File: src/hdl/llink_pkg.sv
/*
  Link geometry for the four-channel die-to-die link
  Channel word, link word and userbit types
  PHY word layout with spare, marker, strobe and data fields
*/
package llink_pkg;

  ////////////////////////////////////////////////////////////////////////////
  // Widths

  // Four user channels, 74 bits each
  parameter int NUM_CH     = 4;
  parameter int CH_WIDTH   = 74;
  // Data field of the PHY word
  parameter int LINK_WIDTH = NUM_CH * CH_WIDTH;
  parameter int PHY_WIDTH  = 320;
  parameter int MRK_WIDTH  = 4;

  // Whatever is left above mrk and stb
  localparam int SPARE_WIDTH = PHY_WIDTH - LINK_WIDTH - MRK_WIDTH - 1;

  ////////////////////////////////////////////////////////////////////////////
  // Types

  typedef logic [CH_WIDTH-1:0] chan_data_t;

  // Channel 0 in the low bits
  typedef chan_data_t [NUM_CH-1:0] link_word_t;

  typedef struct packed {
    logic [MRK_WIDTH-1:0] mrk;
    logic                 stb;
  } userbits_t;

  // Top down: spare, marker, strobe, data
  typedef struct packed {
    logic [SPARE_WIDTH-1:0] spare;
    logic [MRK_WIDTH-1:0]   mrk;
    logic                   stb;
    link_word_t             data;
  } phy_word_t;

endpackage
File: src/hdl/fourchan_link_top.sv
/*
  Four-channel link framing, master side
  Auto-sync, channel map and PHY word map
*/
`timescale 1ns/10ps

module fourchan_link_top #(
  parameter int DLY_WIDTH = 16
) (
  input  logic                            clk_wr,
  input  logic                            arst_n,
  // Link control
  input  logic                            tx_online,
  input  logic                            rx_online,
  input  logic                            m_gen2_mode,
  input  logic [llink_pkg::MRK_WIDTH-1:0] tx_mrk_userbit,
  input  logic                            tx_stb_userbit,
  input  logic [DLY_WIDTH-1:0]            delay_x_value,
  input  logic [DLY_WIDTH-1:0]            delay_y_value,
  input  logic [DLY_WIDTH-1:0]            delay_z_value,
  // User channels
  input  llink_pkg::chan_data_t           ch_tx_data [llink_pkg::NUM_CH],
  output llink_pkg::chan_data_t           ch_rx_data [llink_pkg::NUM_CH],
  // PHY side
  output llink_pkg::phy_word_t            tx_phy,
  input  llink_pkg::phy_word_t            rx_phy,
  output logic [31:0]                     debug_status
);

  import llink_pkg::*;

  logic       tx_online_dly;
  logic       rx_online_dly;
  userbits_t  tx_userbits;
  link_word_t tx_link;
  link_word_t rx_link;

  ////////////////////////////////////////////////////////////////////////////
  // Auto-sync

  ll_auto_sync #(.DLY_WIDTH(DLY_WIDTH)) u_auto_sync (
    .clk_wr(clk_wr), .arst_n(arst_n),
    .tx_online(tx_online), .rx_online(rx_online),
    .delay_x_value(delay_x_value), .delay_y_value(delay_y_value),
    .delay_z_value(delay_z_value),
    .tx_mrk_userbit(tx_mrk_userbit), .tx_stb_userbit(tx_stb_userbit),
    .tx_online_dly(tx_online_dly), .rx_online_dly(rx_online_dly),
    .tx_userbits(tx_userbits), .debug_status(debug_status)
  );

  ////////////////////////////////////////////////////////////////////////////
  // Channel map and PHY word map

  chan_map u_chan_map (
    .m_gen2_mode(m_gen2_mode),
    .ch_tx_data(ch_tx_data), .rx_link(rx_link),
    .ch_rx_data(ch_rx_data), .tx_link(tx_link)
  );

  // Both directions registered here
  phy_word_map u_phy_map (
    .clk_wr(clk_wr), .arst_n(arst_n),
    .tx_online_dly(tx_online_dly), .rx_online_dly(rx_online_dly),
    .tx_link(tx_link), .tx_userbits(tx_userbits), .rx_phy(rx_phy),
    .tx_phy(tx_phy), .rx_link(rx_link)
  );

endmodule

File: src/hdl/phy_word_map.sv
/*
  Transmit PHY word assembly and register
  Receive data field extraction and register
*/
`timescale 1ns/10ps

module phy_word_map (
  input  logic                   clk_wr,
  input  logic                   arst_n,
  input  logic                   tx_online_dly,
  input  logic                   rx_online_dly,
  input  llink_pkg::link_word_t  tx_link,
  input  llink_pkg::userbits_t   tx_userbits,
  input  llink_pkg::phy_word_t   rx_phy,
  output llink_pkg::phy_word_t   tx_phy,
  output llink_pkg::link_word_t  rx_link
);

  import llink_pkg::*;

  phy_word_t  tx_word_d;
  link_word_t rx_data_d;

  ////////////////////////////////////////////////////////////////////////////
  // Transmit path

  // Whole word zero while tx is offline
  always_comb begin
    tx_word_d = '0;
    if (tx_online_dly) begin
      tx_word_d.mrk  = tx_userbits.mrk;
      tx_word_d.stb  = tx_userbits.stb;
      tx_word_d.data = tx_link;
    end
  end

  // One cycle from channel inputs to the PHY
  always_ff @(posedge clk_wr or negedge arst_n) begin
    if (!arst_n) begin
      tx_phy <= '0;
    end else begin
      tx_phy <= tx_word_d;
    end
  end

  ////////////////////////////////////////////////////////////////////////////
  // Receive path

  // Only the data field goes on
  assign rx_data_d = rx_online_dly ? rx_phy.data : '0;

  always_ff @(posedge clk_wr or negedge arst_n) begin
    if (!arst_n) begin
      rx_link <= '0;
    end else begin
      rx_link <= rx_data_d;
    end
  end

  // Spare field never toggles
  a_spare_zero: assert property (@(posedge clk_wr) disable iff (!arst_n)
    tx_phy.spare == '0);

endmodule

File: src/hdl/chan_map.sv
/*
  User channel to link word mapping, both directions
  Gen1 masking of channels 2 and 3
*/
`timescale 1ns/10ps

module chan_map (
  input  logic                   m_gen2_mode,
  input  llink_pkg::chan_data_t  ch_tx_data [llink_pkg::NUM_CH],
  input  llink_pkg::link_word_t  rx_link,
  output llink_pkg::chan_data_t  ch_rx_data [llink_pkg::NUM_CH],
  output llink_pkg::link_word_t  tx_link
);

  import llink_pkg::*;

  // Channels that carry data in gen1
  localparam int GEN1_CH = 2;

  logic [NUM_CH-1:0] ch_en;

  ////////////////////////////////////////////////////////////////////////////
  // Channel enables

  always_comb begin
    for (int i = 0; i < NUM_CH; i++) begin
      // Gen2 opens every channel
      ch_en[i] = m_gen2_mode || (i < GEN1_CH);
    end
  end

  ////////////////////////////////////////////////////////////////////////////
  // Per channel mapping

  for (genvar i = 0; i < NUM_CH; i++) begin : g_ch
    // Channel i lands at bits i*CH_WIDTH up
    assign tx_link[i] = ch_en[i] ? ch_tx_data[i] : '0;

    // Masked channels read as zero
    assign ch_rx_data[i] = ch_en[i] ? rx_link[i] : '0;
  end

endmodule

File: src/hdl/ll_auto_sync.sv
/*
  Online delay counters for tx and rx
  Strobe period counter and marker gating
  Debug status word with both delayed online levels
*/
`timescale 1ns/10ps

module ll_auto_sync #(
  parameter int DLY_WIDTH = 16
) (
  input  logic                           clk_wr,
  input  logic                           arst_n,
  input  logic                           tx_online,
  input  logic                           rx_online,
  input  logic [DLY_WIDTH-1:0]           delay_x_value,
  input  logic [DLY_WIDTH-1:0]           delay_y_value,
  input  logic [DLY_WIDTH-1:0]           delay_z_value,
  input  logic [llink_pkg::MRK_WIDTH-1:0] tx_mrk_userbit,
  input  logic                           tx_stb_userbit,
  output logic                           tx_online_dly,
  output logic                           rx_online_dly,
  output llink_pkg::userbits_t           tx_userbits,
  output logic [31:0]                    debug_status
);

  ////////////////////////////////////////////////////////////////////////////
  // Online delay, lane 0 is tx and lane 1 is rx

  logic                 online_in    [2];
  logic [DLY_WIDTH-1:0] dly_limit    [2];
  logic [DLY_WIDTH-1:0] dly_cnt      [2];
  logic                 online_dly_q [2];
  logic [DLY_WIDTH-1:0] stb_cnt;
  logic                 stb_slot;

  assign online_in[0] = tx_online;
  assign online_in[1] = rx_online;
  assign dly_limit[0] = delay_x_value;
  assign dly_limit[1] = delay_y_value;

  for (genvar i = 0; i < 2; i++) begin : g_dly
    // Count held edges, level goes up on edge limit+1
    always_ff @(posedge clk_wr or negedge arst_n) begin
      if (!arst_n) begin
        dly_cnt[i]      <= '0;
        online_dly_q[i] <= 1'b0;
      end else if (!online_in[i]) begin
        dly_cnt[i]      <= '0;
        online_dly_q[i] <= 1'b0;
      end else if (dly_cnt[i] == dly_limit[i]) begin
        // Counter parks at the limit
        online_dly_q[i] <= 1'b1;
      end else begin
        dly_cnt[i] <= dly_cnt[i] + 1'b1;
      end
    end
  end

  assign tx_online_dly = online_dly_q[0];
  assign rx_online_dly = online_dly_q[1];

  ////////////////////////////////////////////////////////////////////////////
  // Strobe period, modulo delay_z_value+1

  always_ff @(posedge clk_wr or negedge arst_n) begin
    if (!arst_n) begin
      stb_cnt <= '0;
    end else if (!tx_online_dly || stb_cnt == delay_z_value) begin
      stb_cnt <= '0;
    end else begin
      stb_cnt <= stb_cnt + 1'b1;
    end
  end

  // Slot zero of each period, first online cycle included
  assign stb_slot = tx_online_dly && (stb_cnt == '0);

  always_comb begin
    tx_userbits.mrk = tx_online_dly ? tx_mrk_userbit : '0;
    tx_userbits.stb = stb_slot ? tx_stb_userbit : 1'b0;
  end

  // Bit 19 tx level, bit 18 rx level
  assign debug_status = {12'h0, tx_online_dly, rx_online_dly, 18'h0};

  // Nothing leaves on the userbits while offline
  a_ub_quiet: assert property (@(posedge clk_wr) disable iff (!arst_n)
    !tx_online_dly |-> (tx_userbits == '0));

  // Delay limits hold still while their online level stays up
  a_dly_x_steady: assert property (@(posedge clk_wr) disable iff (!arst_n)
    (tx_online && $past(tx_online)) |-> $stable(delay_x_value));

  a_dly_y_steady: assert property (@(posedge clk_wr) disable iff (!arst_n)
    (rx_online && $past(rx_online)) |-> $stable(delay_y_value));

endmodule

File: config.mk
export PLATFORM = sky130hd
export DESIGN_NAME = fourchan_link_top
export DESIGN_NICKNAME = d
export VERILOG_FILES = /design/src/hdl/llink_pkg.sv /design/src/hdl/fourchan_link_top.sv /design/src/hdl/phy_word_map.sv /design/src/hdl/chan_map.sv /design/src/hdl/ll_auto_sync.sv
export SDC_FILE = /design/constraint.sdc
export NUM_CORES = 1
export LEC_CHECK = 0
export BUFFER_PORTS_ARGS = -buffer_cell sky130_fd_sc_hd__buf_4
export CAP_MARGIN = 10
export CORE_AREA = 2 2 521 523
export DETAILED_ROUTE_END_ITERATION = 6
export DIE_AREA = 0 0 523 525
export MAX_ROUTING_LAYER = met4
export PLACE_DENSITY = 0.31
export SYNTH_ARGS = -nofsm -noshare
export SYNTH_HDL_FRONTEND = slang
export SYNTH_SLANG_ARGS = --single-unit
File: constraint.sdc
create_clock -name clk_wr -period 2.97 [get_ports clk_wr]
set_input_delay 0.297 -clock clk_wr [delete_from_list [all_inputs] [get_ports clk_wr]]
set_output_delay 0.297 -clock clk_wr [all_outputs]
set_load 0.02 [all_outputs]
# Word level (Yosys, flattened, before mapping)
# Index checks and enable logic that the tools add are counted.
# word_totals
regBits	647
input_bits	674
output_inout_bits	648
wordCells	45
# op_classes
add_sub_neg	3
eq_ne	7
n_mux	16
reduce_logical	4
# op_table
op	count
301-bit two-way mux	1
296-bit two-way mux	1
74-bit two-way mux	4
16-bit two-way mux	5
16-bit by 1-bit adder with 16-bit output, second input constant	3
16-bit == test	3
16-bit zero test	1
1-bit two-way mux	5
2-bit by 1-bit inequality test with 1-bit output, second input constant	2
2-bit inequality test, second input constant	2
1-bit logical AND	1
1-bit zero test	1
1-bit logical OR	1

# Logic depth before layout (Yosys ltp)
# depth
word_depth	4
ltp_mapped	7

# Cells and area by module
# From an unflattened synthesis, not the netlist that was laid out.
# unflattened
hier_cells	2279
area_unflattened_um2	26740.6
# modules_own_cells
mod	n_inst	cells_per_inst	area_per_inst_um2	seq_area_each_um2
phy_word_map	1	1279	19142.1	14939.3
chan_map	1	624	4231.6	0.0
ll_auto_sync	1	376	3367.0	1251.2

# Worst setup path after synthesis
# Ideal clock, no wire load.
# synth_timing
path_type	register to register
from	register u_auto_sync.stb_cnt[3]
to	register u_auto_sync.stb_cnt[10]
setup_time_ns	0.121
arrival_ns	1.558
t_required_ns	2.849
slack_ns	1.290
stages_incl_launch_ff	7
n_path_buf	2
cell_sequence	dfrtp_1 -> buf_2 -> xnor2_1 -> nand4_1 -> o41ai_4 -> buf_2 -> nor2_1
# synth_between
elab_chain_len	3
elab_cells_between_ends	4
classes_between	1 x add/sub; 1 x eq/ne; 1 x mux; 1 x reduce/logical
# synth_rtl
element	line	rtl
start: declaration	ll_auto_sync.sv:33	logic [DLY_WIDTH-1:0] stb_cnt;
start signal: assignment	ll_auto_sync.sv:71	stb_cnt <= stb_cnt + 1'b1;
branches (longest 2 deep; another with 16-bit by 1-bit adder with 16-bit output)	n/a	
16-bit two-way mux *	ll_auto_sync.sv:68	end else if (!tx_online_dly || stb_cnt == delay_z_value) begin
# Every way passes the cells marked *.
# A chain may end at the register's enable or synchronous reset.

# Worst setup path in the final report
# layout_timing
from	register u_auto_sync.stb_cnt[4]
to	register u_auto_sync.stb_cnt[11]
# Same word-level chain as after synthesis.

==> results.toml <==
[run_status]
status = "finished, final reports clean"

[sta]
finalSetupViolCount = 0
fin_crit_ns = 2.52
fin_skew_ns = 0.0511
grt_setup_unrepaired = "false"
worst_pin_slew_ns = 0.972
drv_slew = 0
finalHoldViolCount = 0
period_share = 0.848
relSlewSlack = 0.352
tns_ns = 0
max_freq_ghz = 0.397
fin_ws_ns = 0.451

[power_and_ir_drop]
power.leakage_nw = 22.9
peakVddDrop_mv = 0.368
p_per_area_mw_per_mm2 = 467

[setup_path]
worstReg2RegStart = "u_auto_sync.stb_cnt[4]"
worstPathCellList = "xnor2_1 > nand4_1 > dlygate4sd3_1 > o41ai_4 > dlygate4sd3_1 > nor2_1"
worst_path_largest_cell_delay_ns = 0.71
arrival_ns = 3.19
cp_slowest_cell = "dlygate4sd3_1"
worstRegToRegCells = 6
rr_endpoint = "u_auto_sync.stb_cnt[11]"
worstPathRequired_ns = 3.64
critical_path_class = "reg2reg"
cp-endpoint = "u_auto_sync.stb_cnt[11]"
regToRegSetupSlack_ns = 0.45
critPathLaunchType = "flip-flop"
end_kind = "flip-flop"
crit_start = "u_auto_sync.stb_cnt[4]"
cp_common_cell = "dlygate4sd3_1"
crit_fanout = 6

[die]
row_count = 191
coreArea_mm2 = 0.269
initial_core_util = 0.0911
die_h_um = 525
dieArea_mm2 = 0.275
ios = 1322
die_x_um = 523

[placement]
port_buffers = 1248
place_hpwl_um = 158000
post-place-ws_ns = 1.11
dpl_cell_area_mm2 = 0.0373
gp_congestion = 0.877
post-place-cells = 6587

[cts]
cts_hold_buf = 601
clock_path_buffers = 4
cts-resized-gates = 0
numCtsBuffers = 91
cts.reportedPaths.clkPinSlew_ns = 0.06
cts_tree = "done"
cts_root_buf = "clkbuf_16"
htree_levels = 3
cts_sinks = 647
cts_setup_buffers = 0
clock_latency_ns = 0.79

[global_routing]
grt_max_degree = 187
grt_usage = 0.134
grt_antenna_before_repair = 152
grt_pass1_wl_um = 237000
grt_pass1_vias = 23590
overflow = 0

[synth]
synthArstFlopShare = 1.00
netlist_area_mm2 = 0.0245
yosys_warnings = 0
synth-main-ff-cell = "dfrtp_1"
netlist_instances = 1974
synth_edf_count = 0
yosysUniqueCellTypes = 36
syn_avg_cell_area_um2 = 12.4
synth-seq-cells = 647
ys_seq_area_frac = 0.660

[detailed_routing]
antenna_left = 0
vias = 21266
drtIter0Drc = 851
drt_wl_total_um = 185000
wl_per_cell_um = 24.8
route.detailed.drc = 0
vias_per_cell = 2.85
drt_first_pass_iters = 5

[finish]
finalInstanceArea_mm2 = 0.0464
fill_cells = 30071
instances_no_fill = 7449
syn_to_final_growth_pct = 89.3
finalNetCount = 4389
drive_gt1_frac = 0.384

[worst_hold_path]
min_path_type = "in2reg"

[run]
maxCapViolCount = 0
[state kept, by name (all words and copies together) (netlist names)]
register	count
u_phy_map.tx_phy	301
u_phy_map.rx_link	296
u_auto_sync.dly_cnt	32
u_auto_sync.stb_cnt	16
u_auto_sync.rx_online_dly	1
u_auto_sync.tx_online_dly	1
[worst max-delay path, delay by kind of cell (launching register included)]
family / cells / cell delay (ns)
DFF: 1 / 0.47
AOI/OAI and AO/OA: 1 / 0.25
xor gates and xnor gates: 1 / 0.20
buffers and inverters: 2 / 1.31
and+or+nand+nor: 2 / 0.17
[where the power goes]
group | internal [mW] | switching [mW]
Sequential | 8.83 | 0.0131
Clock | 6.37 | 4.53
Combinational | 1.14 | 0.803
Total | 16.3 | 5.34
[layer usage]
metal,track usage,share of wire,vias to the layer above
met5,-,0,-
met4,0.0298,0.021,0
met3,0.0633,0.12,187
met2,0.198,0.42,1073
met1,0.165,0.44,10353
li1,-,-,9653
[logic make-up (layout without fill, tap and decap cells)]
kind of cell             after synthesis  count (layout)  share of synthesized area
XOR/XNOR                              64              64                     0.0229
other                                  1             155                   0.000153
adder cells (fa/ha/maj)                4               4                    0.00204
AND/OR/NAND/NOR                      885             885                      0.220
flip-flops                           647             647                      0.660
AO/OA/AOI/OAI                         49              49                     0.0121
multiplexers                           6               6                    0.00245
buffers and inverters                318            2069                     0.0799
[cell usage in the layout (no fill, tap or decap), drive strengths merged, types with 9 or more instances in the layout]
cell type	netlist	routed
buf	206	1306
dfrtp	647	647
dlygate4sd3	0	601
and2	598	598
and3	152	152
clkbuf	105	126
diode	0	106
xnor2	55	55
conb	1	49
nor2	31	31
nand2	25	25
a21oi	22	22
nand3	18	18
clkinv	0	18
nand4	16	16
o21ai	16	16
or3	16	16
inv	7	10
xor2	9	9
[area by class of cell]
class | instances | area [µm²] | share of cell area
clock inverter | 29 | 308 | 0.00663
timing repair buffer | 1907 | 16000 | 0.345
tap | 3570 | 4470 | 0.0962
inverter | 7 | 26.3 | 0.000566
clock buffer | 126 | 2570 | 0.0553
antenna | 106 | 265 | 0.00571
sequential | 647 | 16200 | 0.349
multi-input combinational | 1057 | 6570 | 0.142
[cell usage after synthesis (6+ instances only)]
| library cell | instances | area share |
|---|---|---|
| dfrtp_1 | 647 | 0.66 |
| and2_1 | 598 | 0.15 |
| buf_4 | 200 | 0.061 |
| and3_1 | 152 | 0.039 |
| clkbuf_1 | 104 | 0.016 |
| xnor2_1 | 55 | 0.020 |
| nor2_1 | 31 | 0.0047 |
| nand2_1 | 25 | 0.0038 |
| a21oi_1 | 22 | 0.0045 |
| nand3_1 | 17 | 0.0035 |
| nand4_1 | 16 | 0.0041 |
| o21ai_0 | 16 | 0.0033 |
| or3_1 | 16 | 0.0041 |
| xor2_1 | 9 | 0.0032 |
| inv_1 | 7 | 0.0011 |
| mux2i_1 | 6 | 0.0024 |
| nor4_1 | 6 | 0.0015 |
[worst min path at each step]
stage,slack [ns],start,depth (start not counted),to
final,0.06,rx_phy[283],2,u_phy_map.rx_link[283]
after global routing,0.01,rx_phy[284],2,u_phy_map.rx_link[284]
after CTS,0.0009,rx_phy[284],2,u_phy_map.rx_link[284]
after detailed placement,0.31,arst_n,1,u_phy_map.tx_phy[87]
after global placement,0.30,arst_n,1,u_phy_map.tx_phy[87]
after floorplan,0.001,arst_n,0,u_auto_sync.dly_cnt[0]
[through the flow]
step                utilization  total power, mW  hold WS (ns)
finish                    0.172             21.7        0.0624
global route              0.172             22.6        0.0105
CTS                       0.171             22.2      0.000890
detailed placement        0.138             10.2         0.306
global placement          0.138             10.2         0.302
floorplan                     -             9.19       0.00141
No activity file was read; power rests on OpenSTA's default activity.
